### config.mk
export PLATFORM = sky130hd
export DESIGN_NAME = ntm_vector_adder_top
export DESIGN_NICKNAME = d
export VERILOG_FILES = /design/src/ntm_arith_pkg.sv /design/src/ntm_stream_pkg.sv /design/src/ntm_scalar_adder.sv /design/src/ntm_vector_adder.sv /design/src/ntm_result_fifo.sv /design/src/ntm_stream_framer.sv /design/src/ntm_vector_adder_top.sv
export VERILOG_INCLUDE_DIRS = /design/src /design/src/include
export SDC_FILE = /design/constraint.sdc
export NUM_CORES = 1
export LEC_CHECK = 0
export BUFFER_PORTS_ARGS = -buffer_cell sky130_fd_sc_hd__buf_4
export CAP_MARGIN = 20
export CORE_ASPECT_RATIO = 0.7
export CORE_MARGIN = 8
export CORE_UTILIZATION = 66
export CTS_CLUSTER_DIAMETER = 80
export DETAILED_ROUTE_END_ITERATION = 10
export GPL_ROUTABILITY_DRIVEN = 0
export PLACE_DENSITY_LB_ADDON = 0.12
export SYNTH_ARGS = -nofsm -noshare
export SYNTH_HDL_FRONTEND = slang
export SYNTH_HIERARCHICAL = 1
export SYNTH_SLANG_ARGS = --single-unit
### constraint.sdc
create_clock -name CLK -period 10.4 [get_ports CLK]
set_clock_uncertainty 0.15 [all_clocks]
set_input_delay 0.52 -clock CLK [delete_from_list [all_inputs] [get_ports CLK]]
set_output_delay 0.52 -clock CLK [all_outputs]
set_load 0.01 [all_outputs]
### src/include/ntm_defs.svh
// Sizing macros for the vector adder, included by the packages, the FIFO and the testbench
`ifndef NTM_DEFS_SVH
`define NTM_DEFS_SVH

// Element width in bits
`define NTM_DATA_SIZE 16

// Vector length and status count width
`define NTM_COUNT_W 8

// Result buffer entries
`define NTM_FIFO_DEPTH 8

`endif

### src/ntm_arith_pkg.sv
// Arithmetic types shared by the producer, scalar adder, buffer and framer
`include "ntm_defs.svh"

package ntm_arith_pkg;

  ////////////////////////////////////////
  // Element and length types
  ////////////////////////////////////////

  // One vector element or modulus
  typedef logic [`NTM_DATA_SIZE-1:0] word_t;

  // Vector length or element count
  typedef logic [`NTM_COUNT_W-1:0] count_t;

  // Operation select, sampled at start
  typedef enum logic {
    OP_ADD = 1'b0,
    OP_SUB = 1'b1
  } op_t;

endpackage

### src/ntm_stream_pkg.sv
// Output stream types, the status layout and the two views of an output word
`include "ntm_defs.svh"

package ntm_stream_pkg;

  ////////////////////////////////////////
  // Status word
  ////////////////////////////////////////

  // Count in the low bits, zeros above
  typedef struct packed {
    logic [`NTM_DATA_SIZE-`NTM_COUNT_W-1:0] pad;
    ntm_arith_pkg::count_t                  count;
  } status_t;

  ////////////////////////////////////////
  // Output word
  ////////////////////////////////////////

  // Same bits, read as an element result or as the closing status
  // out_is_status selects the view
  typedef union packed {
    ntm_arith_pkg::word_t element;
    status_t              status;
  } out_word_u;

endpackage

### src/ntm_scalar_adder.sv
// Multi-cycle modular add/subtract of one element pair, used by the vector producer
`timescale 1ns/1ps

module ntm_scalar_adder (
  input  logic                 CLK,
  input  logic                 RST,
  input  logic                 start,
  input  ntm_arith_pkg::op_t   operation,
  input  ntm_arith_pkg::word_t modulo,
  input  ntm_arith_pkg::word_t data_a,
  input  ntm_arith_pkg::word_t data_b,
  output logic                 ready,
  output ntm_arith_pkg::word_t data_out
);

  // Two guard bits: one for the carry, one for the sign
  localparam int ACC_W = $bits(ntm_arith_pkg::word_t) + 2;

  logic                    busy;
  ntm_arith_pkg::word_t    mod_r;
  logic signed [ACC_W-1:0] acc;
  logic signed [ACC_W-1:0] mod_ext;
  logic signed [ACC_W-1:0] a_ext;
  logic signed [ACC_W-1:0] b_ext;
  logic                    in_range;

  // Zero-extend so the unsigned inputs stay non-negative
  assign mod_ext = signed'({2'b00, mod_r});
  assign a_ext   = signed'({2'b00, data_a});
  assign b_ext   = signed'({2'b00, data_b});

  // Done once 0 <= acc < m
  assign in_range = !acc[ACC_W-1] && (acc < mod_ext);

  // Result held in the working register until next start
  assign data_out = acc[ACC_W-3:0];

  ////////////////////////////////////////
  // Control
  ////////////////////////////////////////

  always_ff @(posedge CLK or posedge RST) begin
    if (RST) begin
      busy  <= 1'b0;
      ready <= 1'b0;
    end else begin
      ready <= 1'b0;
      if (start) begin
        busy <= 1'b1;
      end else if (busy && in_range) begin
        // One-cycle done pulse
        busy  <= 1'b0;
        ready <= 1'b1;
      end
    end
  end

  ////////////////////////////////////////
  // Working register
  ////////////////////////////////////////

  always_ff @(posedge CLK) begin
    if (start) begin
      mod_r <= modulo;
      acc   <= (operation == ntm_arith_pkg::OP_SUB) ? (a_ext - b_ext) : (a_ext + b_ext);
    end else if (busy) begin
      // One correction step per cycle
      if (acc[ACC_W-1]) begin
        acc <= acc + mod_ext;
      end else if (acc >= mod_ext) begin
        acc <= acc - mod_ext;
      end
    end
  end

endmodule

### src/ntm_vector_adder.sv
// Producer that collects element pairs, runs the scalar adder and pushes results into the buffer
`timescale 1ns/1ps

module ntm_vector_adder (
  input  logic                  CLK,
  input  logic                  RST,
  input  logic                  start,
  input  ntm_arith_pkg::count_t size,
  input  ntm_arith_pkg::op_t    operation,
  input  ntm_arith_pkg::word_t  modulo,
  input  logic                  data_a_enable,
  input  logic                  data_b_enable,
  input  ntm_arith_pkg::word_t  data_a,
  input  ntm_arith_pkg::word_t  data_b,
  input  logic                  full,
  output logic                  ready,
  output logic                  wr_en,
  output ntm_arith_pkg::word_t  wr_data,
  output logic                  wr_last
);

  // FSM encoding
  localparam logic [1:0] STARTER_STATE = 2'd0;
  localparam logic [1:0] INPUT_STATE   = 2'd1;
  localparam logic [1:0] ENDER_STATE   = 2'd2;

  logic [1:0]            state;
  ntm_arith_pkg::count_t index;
  logic                  a_ok;
  logic                  b_ok;
  logic                  done;

  // Per-vector settings, sampled at start
  ntm_arith_pkg::count_t size_r;
  ntm_arith_pkg::op_t    op_r;
  ntm_arith_pkg::word_t  mod_r;

  // Operand latches
  ntm_arith_pkg::word_t  a_r;
  ntm_arith_pkg::word_t  b_r;

  // Scalar adder handshake
  logic                  add_start;
  logic                  add_ready;
  ntm_arith_pkg::word_t  add_out;

  ////////////////////////////////////////
  // Buffer write
  ////////////////////////////////////////

  // Result stays in the adder until the buffer has room
  assign wr_en   = (state == ENDER_STATE) && done && !full;
  assign wr_data = add_out;
  assign wr_last = (index == size_r - 1'b1);

  ////////////////////////////////////////
  // FSM
  ////////////////////////////////////////

  always_ff @(posedge CLK or posedge RST) begin
    if (RST) begin
      state     <= STARTER_STATE;
      index     <= '0;
      a_ok      <= 1'b0;
      b_ok      <= 1'b0;
      done      <= 1'b0;
      add_start <= 1'b0;
      ready     <= 1'b0;
    end else begin
      ready <= 1'b0;
      case (state)
        STARTER_STATE: begin
          if (start) begin
            index <= '0;
            a_ok  <= 1'b0;
            b_ok  <= 1'b0;
            state <= INPUT_STATE;
          end
        end
        INPUT_STATE: begin
          // First strobe of each operand wins
          if (data_a_enable && !a_ok) begin
            a_ok <= 1'b1;
          end
          if (data_b_enable && !b_ok) begin
            b_ok <= 1'b1;
          end
          if (a_ok && b_ok) begin
            add_start <= 1'b1;
            a_ok      <= 1'b0;
            b_ok      <= 1'b0;
            state     <= ENDER_STATE;
          end
        end
        ENDER_STATE: begin
          add_start <= 1'b0;
          if (add_ready) begin
            done <= 1'b1;
          end
          if (wr_en) begin
            done <= 1'b0;
            if (wr_last) begin
              // Vector complete
              ready <= 1'b1;
              state <= STARTER_STATE;
            end else begin
              index <= index + 1'b1;
              state <= INPUT_STATE;
            end
          end
        end
        default: begin
          state <= STARTER_STATE;
        end
      endcase
    end
  end

  // Settings and operands
  always_ff @(posedge CLK) begin
    if (state == STARTER_STATE && start) begin
      size_r <= size;
      op_r   <= operation;
      mod_r  <= modulo;
    end
    if (state == INPUT_STATE && data_a_enable && !a_ok) begin
      a_r <= data_a;
    end
    if (state == INPUT_STATE && data_b_enable && !b_ok) begin
      b_r <= data_b;
    end
  end

  ntm_scalar_adder i_scalar_adder (
    .CLK       (CLK),
    .RST       (RST),
    .start     (add_start),
    .operation (op_r),
    .modulo    (mod_r),
    .data_a    (a_r),
    .data_b    (b_r),
    .ready     (add_ready),
    .data_out  (add_out)
  );

endmodule

### src/ntm_result_fifo.sv
// Synchronous FIFO between producer and framer, holding results with their last flags
`timescale 1ns/1ps
`include "ntm_defs.svh"

module ntm_result_fifo #(
  parameter int DEPTH = `NTM_FIFO_DEPTH
) (
  input  logic                 CLK,
  input  logic                 RST,
  input  logic                 wr_en,
  input  ntm_arith_pkg::word_t wr_data,
  input  logic                 wr_last,
  input  logic                 rd_en,
  output logic                 full,
  output logic                 empty,
  output ntm_arith_pkg::word_t rd_data,
  output logic                 rd_last
);

  localparam int PTR_W = $clog2(DEPTH);
  localparam int CNT_W = $clog2(DEPTH + 1);

  // Storage, no reset
  ntm_arith_pkg::word_t mem_data [DEPTH];
  logic                 mem_last [DEPTH];

  logic [PTR_W-1:0] wptr;
  logic [PTR_W-1:0] rptr;
  logic [CNT_W-1:0] count;
  logic             wr_fire;
  logic             rd_fire;

  assign full    = (count == CNT_W'(DEPTH));
  assign empty   = (count == '0);
  assign wr_fire = wr_en && !full;
  assign rd_fire = rd_en && !empty;

  ////////////////////////////////////////
  // Pointers and occupancy
  ////////////////////////////////////////

  always_ff @(posedge CLK or posedge RST) begin
    if (RST) begin
      wptr  <= '0;
      rptr  <= '0;
      count <= '0;
    end else begin
      // Wrap at DEPTH
      if (wr_fire) begin
        wptr <= (wptr == PTR_W'(DEPTH - 1)) ? '0 : wptr + 1'b1;
      end
      if (rd_fire) begin
        rptr <= (rptr == PTR_W'(DEPTH - 1)) ? '0 : rptr + 1'b1;
      end
      if (wr_fire && !rd_fire) begin
        count <= count + 1'b1;
      end else if (rd_fire && !wr_fire) begin
        count <= count - 1'b1;
      end
    end
  end

  // Write port and registered read port
  always_ff @(posedge CLK) begin
    if (wr_fire) begin
      mem_data[wptr] <= wr_data;
      mem_last[wptr] <= wr_last;
    end
    if (rd_fire) begin
      rd_data <= mem_data[rptr];
      rd_last <= mem_last[rptr];
    end
  end

endmodule

### src/ntm_stream_framer.sv
// Consumer that drains the result FIFO and closes every vector with a status word
`timescale 1ns/1ps

module ntm_stream_framer (
  input  logic                      CLK,
  input  logic                      RST,
  input  logic                      empty,
  input  ntm_arith_pkg::word_t      rd_data,
  input  logic                      rd_last,
  input  logic                      drain_hold,
  output logic                      rd_en,
  output logic                      out_valid,
  output logic                      out_is_status,
  output ntm_stream_pkg::out_word_u out_word
);

  logic                  pop_d;
  logic                  status_q;
  logic                  status_pending;
  ntm_arith_pkg::count_t count;

  // Last element on the read port, status goes out next cycle
  assign status_pending = pop_d && rd_last;

  // Hold off a pop that would collide with the status slot
  assign rd_en = !empty && !drain_hold && !status_pending;

  assign out_valid     = pop_d || status_q;
  assign out_is_status = status_q;

  ////////////////////////////////////////
  // Output word
  ////////////////////////////////////////

  always_comb begin
    out_word = '0;
    if (status_q) begin
      out_word.status.pad   = '0;
      out_word.status.count = count;
    end else begin
      out_word.element = rd_data;
    end
  end

  ////////////////////////////////////////
  // Pop tracking and element count
  ////////////////////////////////////////

  always_ff @(posedge CLK or posedge RST) begin
    if (RST) begin
      pop_d    <= 1'b0;
      status_q <= 1'b0;
      count    <= '0;
    end else begin
      pop_d    <= rd_en;
      status_q <= status_pending;
      if (pop_d) begin
        count <= count + 1'b1;
      end else if (status_q) begin
        // Start the next vector from zero
        count <= '0;
      end
    end
  end

endmodule

### src/ntm_vector_adder_top.sv
// Top level of the modular vector adder: producer, result FIFO and stream framer
`timescale 1ns/1ps

module ntm_vector_adder_top (
  input  logic                      CLK,
  input  logic                      RST,
  input  logic                      start,
  input  ntm_arith_pkg::count_t     size,
  input  ntm_arith_pkg::op_t        operation,
  input  ntm_arith_pkg::word_t      modulo,
  input  logic                      data_a_enable,
  input  ntm_arith_pkg::word_t      data_a,
  input  logic                      data_b_enable,
  input  ntm_arith_pkg::word_t      data_b,
  input  logic                      drain_hold,
  output logic                      ready,
  output logic                      out_valid,
  output logic                      out_is_status,
  output ntm_stream_pkg::out_word_u out_word
);

  // Producer to FIFO
  logic                 wr_en;
  ntm_arith_pkg::word_t wr_data;
  logic                 wr_last;
  logic                 full;

  // FIFO to framer
  logic                 rd_en;
  logic                 empty;
  ntm_arith_pkg::word_t rd_data;
  logic                 rd_last;

  ntm_vector_adder i_producer (
    .CLK           (CLK),
    .RST           (RST),
    .start         (start),
    .size          (size),
    .operation     (operation),
    .modulo        (modulo),
    .data_a_enable (data_a_enable),
    .data_b_enable (data_b_enable),
    .data_a        (data_a),
    .data_b        (data_b),
    .full          (full),
    .ready         (ready),
    .wr_en         (wr_en),
    .wr_data       (wr_data),
    .wr_last       (wr_last)
  );

  ntm_result_fifo i_fifo (
    .CLK     (CLK),
    .RST     (RST),
    .wr_en   (wr_en),
    .wr_data (wr_data),
    .wr_last (wr_last),
    .rd_en   (rd_en),
    .full    (full),
    .empty   (empty),
    .rd_data (rd_data),
    .rd_last (rd_last)
  );

  ntm_stream_framer i_framer (
    .CLK           (CLK),
    .RST           (RST),
    .empty         (empty),
    .rd_data       (rd_data),
    .rd_last       (rd_last),
    .drain_hold    (drain_hold),
    .rd_en         (rd_en),
    .out_valid     (out_valid),
    .out_is_status (out_is_status),
    .out_word      (out_word)
  );

endmodule

==> results.py, run 1 <==
metrics = {
    "cells_and_area": {
        "final_cell_mix": "edfxtp_1 (244), buf_4 (87), inv_1 (76)",
        "design_area_sq_um": 16490,
        "multi_input_area_sq_um": 5801,
        "seq_area_sq_um": 8254,
        "drive_above_1_share": 0.1696,
        "layout.cells.non_filler": 1485,
        "nets": 1326,
        "antenna-diode-count": 0,
        "syn_to_final_growth_pct": 12.00,
        "final_common_cell": "edfxtp_1",
        "fillCellCount": 1364,
    },
    "die": {
        "initial_utilization": 0.6758,
        "top_level_ports": 82,
        "core_area_sq_um": 21790,
        "die_w_um": 194.5,
        "rows": 45,
        "die_y_um": 141.0,
        "die-area_sq_um": 27420,
    },
    "global_routing": {
        "antenna_found_initial": 0,
        "grt_use_total": 0.2301,
        "grt_max_degree": 57,
        "grt_pass1_wl_um": 50280,
        "grt_pass1_vias": 9110,
        "overflow": 0,
    },
    "worst_setup_path": {
        "worstSetupEndpointType": "register",
        "critPathKind": "register to register",
        "cp-startpoint": "i_producer/i_scalar_adder/acc[0]$_DFFE_PP_",
        "critPathMaxFanout": 13,
        "r2r-start": "i_producer/i_scalar_adder/acc[0]$_DFFE_PP_",
        "rrSetupSlack_ns": 5.73,
        "worst_setup_path_start_kind": "register",
        "r2r-end": "i_producer/i_scalar_adder/acc[5]$_DFFE_PP_",
        "reg2regPathDepth": 18,
        "setup.worst_path.end": "i_producer/i_scalar_adder/acc[5]$_DFFE_PP_",
        "required_ns": 10.63,
        "cp.arrival_ns": 4.90,
    },
    "pwr": {
        "pwr-share-seq": 0.396,
        "ir_worst_vdd_mv": 0.1982,
        "total_power_mw": 4.688,
        "clock_power_share": 0.194,
        "leakage_nw": 6.343,
        "p_switching_mw": 1.769,
        "netSwitchingFraction": 0.3774,
        "p_per_area_nw_per_um2": 284.3,
        "share_comb_of_total_power": 0.410,
        "power.internal_mw": 2.919,
    },
    "timing": {
        "fin_hold_ws_ns": 0.01372,
        "maxSlewViolCount": 0,
        "rsz0062_at_grt": "no",
        "max_clock_freq_ghz": 0.2140,
        "setup_viol": 0,
        "fin_tns_setup_ns": 0,
        "period_needed_ns": 4.672,
        "worst_slew_pin_slew_ns": 1.167,
        "finalCritPeriodShare": 0.4492,
        "hold_viol_final": 0,
        "relSlewSlack": 0.2196,
    },
    "synthesis": {
        "yosys.area_share.simple": 0.08871,
        "synth-async-reset-ratio": 0.1317,
        "mappedNetlistArea_sq_um": 14730,
        "ys_types": 90,
        "synth_nets": 1242,
        "synth-compound-area-share": 0.1108,
        "synth_top_family_by_area": "compound AO/OA/AOI/OAI gates",
        "synth_area_per_cell_sq_um": 13.40,
        "synthFlopType": "edfxtp_1",
        "ys_ff_latch": 281,
        "synth_xor_area_frac": 0.02974,
        "synth_edf_count": 244,
        "yosysSeqAreaShare": 0.5605,
        "muxShareOfSynthArea": 0.09032,
        "yosys.area_share.adder": 0.07052,
        "netlist_instances": 1099,
        "ys_warn_count": 6,
    },
    "clocking": {
        "clockBufferDepth": 3,
        "cts_buffers": 26,
        "ctsHtreeMaxLevel": 1,
        "holdBufCountCts": 27,
        "cts_sinks": 281,
        "cts.repair.resized": 0,
        "insertion_delay_ns": 0.54,
        "cts_setup_buffers": 0,
        "clkTransAtPathRegs_ns": 0.07,
        "root_buffer": "clkbuf_16",
        "cts_tree": "built",
    },
    "drt": {
        "drtAntennaViolNets": 0,
        "avgRoutedWirePerCell_um": 21.42,
        "first_pass_iters": 8,
        "vias": 9264,
        "drc": 0,
        "wirelength_um": 31810,
        "viasPerCell": 6.238,
        "drt_iter0_markers": 894,
    },
    "job": {
        "drv_cap": 0,
    },
    "place": {
        "place.port_buffers": 81,
        "dp.cells": 1407,
        "placed_area_sq_um": 15380,
        "hpwl_um": 21730,
    },
    "worst_hold_path": {
        "holdPathStages": 1,
        "hold_path.class": "primary input to register",
    },
    "outcome": {
        "status": "complete, no violations",
    },
}
routing by layer:
metal,GRT usage,vias up,share of wire
met4,0.05010,0,0.019
met1,0.3194,4519,0.45
met5,0,-,0
met2,0.3679,374,0.45
met3,0.05421,44,0.083
li1,-,4327,-
cell type report:
class / count / share of cell area
clock buffers: 37 / 0.04378
multi-input cells: 679 / 0.3517
repair buffers: 118 / 0.05978
flip-flops and latches: 281 / 0.5005
inverters: 77 / 0.01753
clock inverters: 11 / 0.005311
well taps: 282 / 0.02139
logic make-up after synthesis:
kind of cell / count (synthesis)
flip-flops: 281
buffers and inverters: 139
AO/OA/AOI/OAI: 231
multiplexers: 74
adder cells (fa/ha/maj): 80
XOR/XNOR: 50
AND/OR/NAND/NOR: 244
synth_stat cells (9+ instances only):
master | n | area [sq um]
nand3_1 | 15 | 75.07
mux2_2 | 32 | 360.4
buf_4 | 19 | 142.6
clkbuf_1 | 16 | 60.06
xor2_1 | 16 | 140.1
nand2b_1 | 17 | 106.4
o21ai_1 | 9 | 45.04
edfxtp_1 | 244 | 7327
xnor2_1 | 34 | 297.8
mux4_1 | 33 | 867.1
nor2b_1 | 23 | 143.9
a31oi_1 | 11 | 68.82
nand4_1 | 9 | 56.30
a21o_1 | 11 | 82.58
buf_6 | 12 | 135.1
nand2_1 | 39 | 146.4
a21oi_1 | 61 | 305.3
nor2_1 | 65 | 244.0
dfrtp_1 | 37 | 925.9
inv_1 | 76 | 285.3
a211oi_1 | 9 | 67.56
o21bai_1 | 11 | 82.58
nor3_1 | 26 | 130.1
a221oi_1 | 12 | 105.1
o21ai_0 | 34 | 170.2
ha_1 | 75 | 938.4
power by group through the flow:
stage | registers [mW] | logic, mW | clock network (mW)
4_1_cts | 1.85 | 1.89 | 0.916
3_3_place_gp | 1.86 | 1.84 | 0
2_1_floorplan | 1.68 | 1.61 | 0
6_report | 1.86 | 1.92 | 0.907
3_5_place_dp | 1.87 | 1.86 | 0
5_1_grt | 1.89 | 2.11 | 0.956
worst min-delay path by stage:
stage                                   start                                             to  slack, ns
3_5_place_dp   i_producer/mod_r[15]$_DFFE_PP_  i_producer/i_scalar_adder/mod_r[15]$_DFFE_PP_       0.26
2_1_floorplan                             RST     i_producer/i_scalar_adder/busy$_DFFE_PP0P_       0.11
4_1_cts                            modulo[12]                 i_producer/mod_r[12]$_DFFE_PP_    0.00009
6_report                           data_a[10]                   i_producer/a_r[10]$_DFFE_PP_       0.01
3_3_place_gp   i_producer/mod_r[15]$_DFFE_PP_  i_producer/i_scalar_adder/mod_r[15]$_DFFE_PP_       0.26
5_1_grt                            data_a[10]                   i_producer/a_r[10]$_DFFE_PP_     0.0002
per-stage QoR:
| stage | setup WS, ns | utilization |
|---|---|---|
| 2_1_floorplan | 6.468 | - |
| 3_3_place_gp | 5.947 | 0.7045 |
| 3_5_place_dp | 5.761 | 0.7057 |
| 4_1_cts | 5.750 | 0.7553 |
| 5_1_grt | 5.357 | 0.7569 |
| 6_report | 5.728 | 0.7569 |
flip-flops by register name, indices dropped and copies added, names as in the netlist, 2 cells and up:
register / count
i_fifo/count: 4
i_fifo/mem_data: 128
i_fifo/mem_last: 8
i_fifo/rd_data: 16
i_fifo/rptr: 3
i_fifo/wptr: 3
i_framer/count: 8
i_producer/a_r: 16
i_producer/b_r: 16
i_producer/i_scalar_adder/acc: 18
i_producer/i_scalar_adder/mod_r: 16
i_producer/index: 8
i_producer/mod_r: 16
i_producer/size_r: 8
i_producer/state: 2
worst max-delay path: stages (launching register included):
cell	delay, ns
edfxtp_1	0.57
inv_1	0.09
ha_1	0.22
fa_1	0.41
nor2b_1	0.18
o31a_1	0.17
o21ai_1	0.08
and2b_1	0.21
o21ai_1	0.21
a31oi_1	0.17
o21bai_1	0.17
a2111oi_1	0.10
ha_1	0.37
nor2_2	0.08
nor2_1	0.76
a211oi_1	0.16
a31oi_1	0.20
nor2_1	0.06
a21oi_1	0.17
No activity file was read; power rests on OpenSTA's default activity.
==> run 2: changes to the inputs <==
- CORE_UTILIZATION: 66 -> 62
- clock period: 10.4 -> 4.4 ns (I/O delays scaled with it)
==> run 2 against run 1 <==
Compared with the run above: global-route usage is 1.7 points lower; power increased by 140%; worst setup slack worse by 5.4 ns; die area up 5.8%; first-iteration DRC count down 12%; sequential power grew 130%; via count rose by 0.30%; combinational power grew 150%; wire length shrank 0.14%; largest cell class unchanged.
==> results.py, run 2 (synthesis results as in run 1) <==
metrics = {
    "outcome": {
        "status": "complete, no violations",
    },
    "timing": {
        "relSlewSlack": 0.3423,
        "maxSlewViolCount": 0,
        "max_clock_freq_ghz": 0.2480,
        "hold_viol_final": 0,
        "rsz0062_at_grt": "no",
        "setup_viol": 0,
        "worst_slew_pin_slew_ns": 0.9865,
        "finalCritPeriodShare": 0.9163,
        "fin_tns_setup_ns": 0,
        "period_needed_ns": 4.032,
    },
    "worst_setup_path": {
        "required_ns": 4.53,
        "critPathMaxFanout": 10,
        "crit_path_max_incr_delay_ns": 0.52,
        "crit_chain": "ha_1, o21a_1, o31a_1, o21ai_1, and2b_1, o21ai_1, a31oi_1, o21bai_1, a2111oi_1, ha_1, nor2_2, nor2_1, buf_4, a221oi_1, a21oi_1",
        "crit_slowest_cell": "edfxtp_1",
        "cp_num_buf_inv": 1,
        "cp.arrival_ns": 4.16,
        "crit_family": "compound AO/OA/AOI/OAI gates",
        "cp-startpoint": "i_producer/i_scalar_adder/acc[4]$_DFFE_PP_",
        "r2r-start": "i_producer/i_scalar_adder/acc[4]$_DFFE_PP_",
        "worst_setup_path_start_kind": "register",
        "critPathKind": "register to register",
        "worstSetupEndpointType": "register",
    },
    "worst_hold_path": {
        "hold_path.class": "primary input to asynchronous set/reset pin",
    },
    "clocking": {
        "cts_tree": "built",
        "cts_buffers": 27,
        "insertion_delay_ns": 0.56,
        "root_buffer": "clkbuf_16",
        "holdBufCountCts": 63,
        "cts.repair.resized": 0,
        "clockBufferDepth": 3,
        "cts_sinks": 281,
        "cts_setup_buffers": 0,
        "clkTransAtPathRegs_ns": 0.07,
        "ctsHtreeMaxLevel": 1,
    },
    "cells_and_area": {
        "fillCellCount": 1552,
        "multi_input_area_sq_um": 5771,
        "final_common_cell": "edfxtp_1",
        "seq_area_sq_um": 8254,
        "layout.cells.non_filler": 1577,
        "antenna-diode-count": 0,
        "syn_to_final_growth_pct": 15.82,
        "nets": 1381,
        "top_regs": "i_fifo/mem_data x128, i_producer/i_scalar_adder/acc x18",
        "max_flop_register": "i_fifo/mem_data",
        "final_cell_mix": "edfxtp_1 (244), buf_4 (109), inv_1 (76)",
        "largest_reg_flops": 128,
        "drive_above_1_share": 0.1835,
    },
    "drt": {
        "wirelength_um": 31760,
        "first_pass_iters": 5,
        "vias": 9292,
        "viasPerCell": 5.892,
        "drtAntennaViolNets": 0,
        "drc": 0,
        "drt_iter0_markers": 787,
        "avgRoutedWirePerCell_um": 20.14,
    },
    "pwr": {
        "leakage_nw": 6.602,
        "ir_worst_vdd_mv": 0.5016,
        "p_per_area_nw_per_um2": 667.3,
    },
    "die": {
        "die-area_sq_um": 29020,
        "rows": 47,
        "die_y_um": 144.9,
        "core_area_sq_um": 23460,
        "initial_utilization": 0.6276,
        "top_level_ports": 82,
        "die_w_um": 200.2,
    },
    "global_routing": {
        "grt_pass1_wl_um": 50360,
        "grt_pass1_vias": 9303,
        "grt_max_degree": 35,
        "antenna_found_initial": 1,
        "overflow": 0,
        "grt_use_total": 0.2134,
    },
    "job": {
        "drv_cap": 0,
    },
    "place": {
        "dp.cells": 1464,
        "hpwl_um": 21310,
        "place.port_buffers": 81,
    },
}
-- run 2: per-layer routing --
metal  GRT usage  vias up  part of all wire
li1            -     4441                 -
met1      0.3101     4520              0.46
met2      0.3353      282              0.46
met3     0.03247       47             0.062
met4     0.05213        2             0.022
met5           0        -           0.00047
-- run 2: cell type report --
class,count,area share
Clock buffer,29,0.04006
Clock inverter,21,0.01240
Inverter,77,0.01695
Multi-Input combinational cell,679,0.3383
Sequential cell,281,0.4840
Tap cell,318,0.02333
Timing Repair Buffer,172,0.08495
-- run 2: stage by stage --
step | power [mW] | util | setup WS, ns | cell area (sq um) | hold slack, ns
6_report | 11.38 | 0.7269 | 0.3683 | 17060 | 0.1095
5_1_grt | 12.05 | 0.7269 | 0.009369 | 17060 | 0.1404
4_1_cts | 11.36 | 0.7269 | 0.3663 | 17060 | 0.1005
3_5_place_dp | 8.933 | 0.6619 | 0.3820 | 15530 | -0.007925
3_3_place_gp | 8.889 | 0.6619 | 0.5524 | 15530 | -0.008960
2_1_floorplan | 7.782 | - | 0.4679 | 14730 | -0.1888
-- run 2: worst paths after layout --
check | endpoint | slack (ns) | depth (start not counted)
worst min-delay path | i_fifo/rptr[2]$_DFFE_PP0P_ | 0.11 | 3
worst min register to register | i_producer/i_scalar_adder/mod_r[9]$_DFFE_PP_ | 0.27 | 0
min in group CLK | i_producer/a_r[7]$_DFFE_PP_ | 0.18 | 4
max in group asynchronous | i_producer/i_scalar_adder/busy$_DFFE_PP0P_ | 3.45 | 4
worst max register to register | i_producer/i_scalar_adder/acc[10]$_DFFE_PP_ | 0.37 | 15
worst max-delay path | i_producer/i_scalar_adder/acc[10]$_DFFE_PP_ | 0.37 | 15
-- run 2: tightest hold or removal path, cell delays in order --
cell	delay [ns]
dlygate4sd3_1	0.53
buf_4	0.17
inv_1	0.31
-- run 2: power by group --
| part | internal [mW] | total [mW] | switching, mW |
|---|---|---|---|
| clock | 1.32 | 2.35 | 1.04 |
| sequential | 3.68 | 4.30 | 0.623 |
| combinational | 2.12 | 4.72 | 2.60 |
| total | 7.12 | 11.4 | 4.26 |
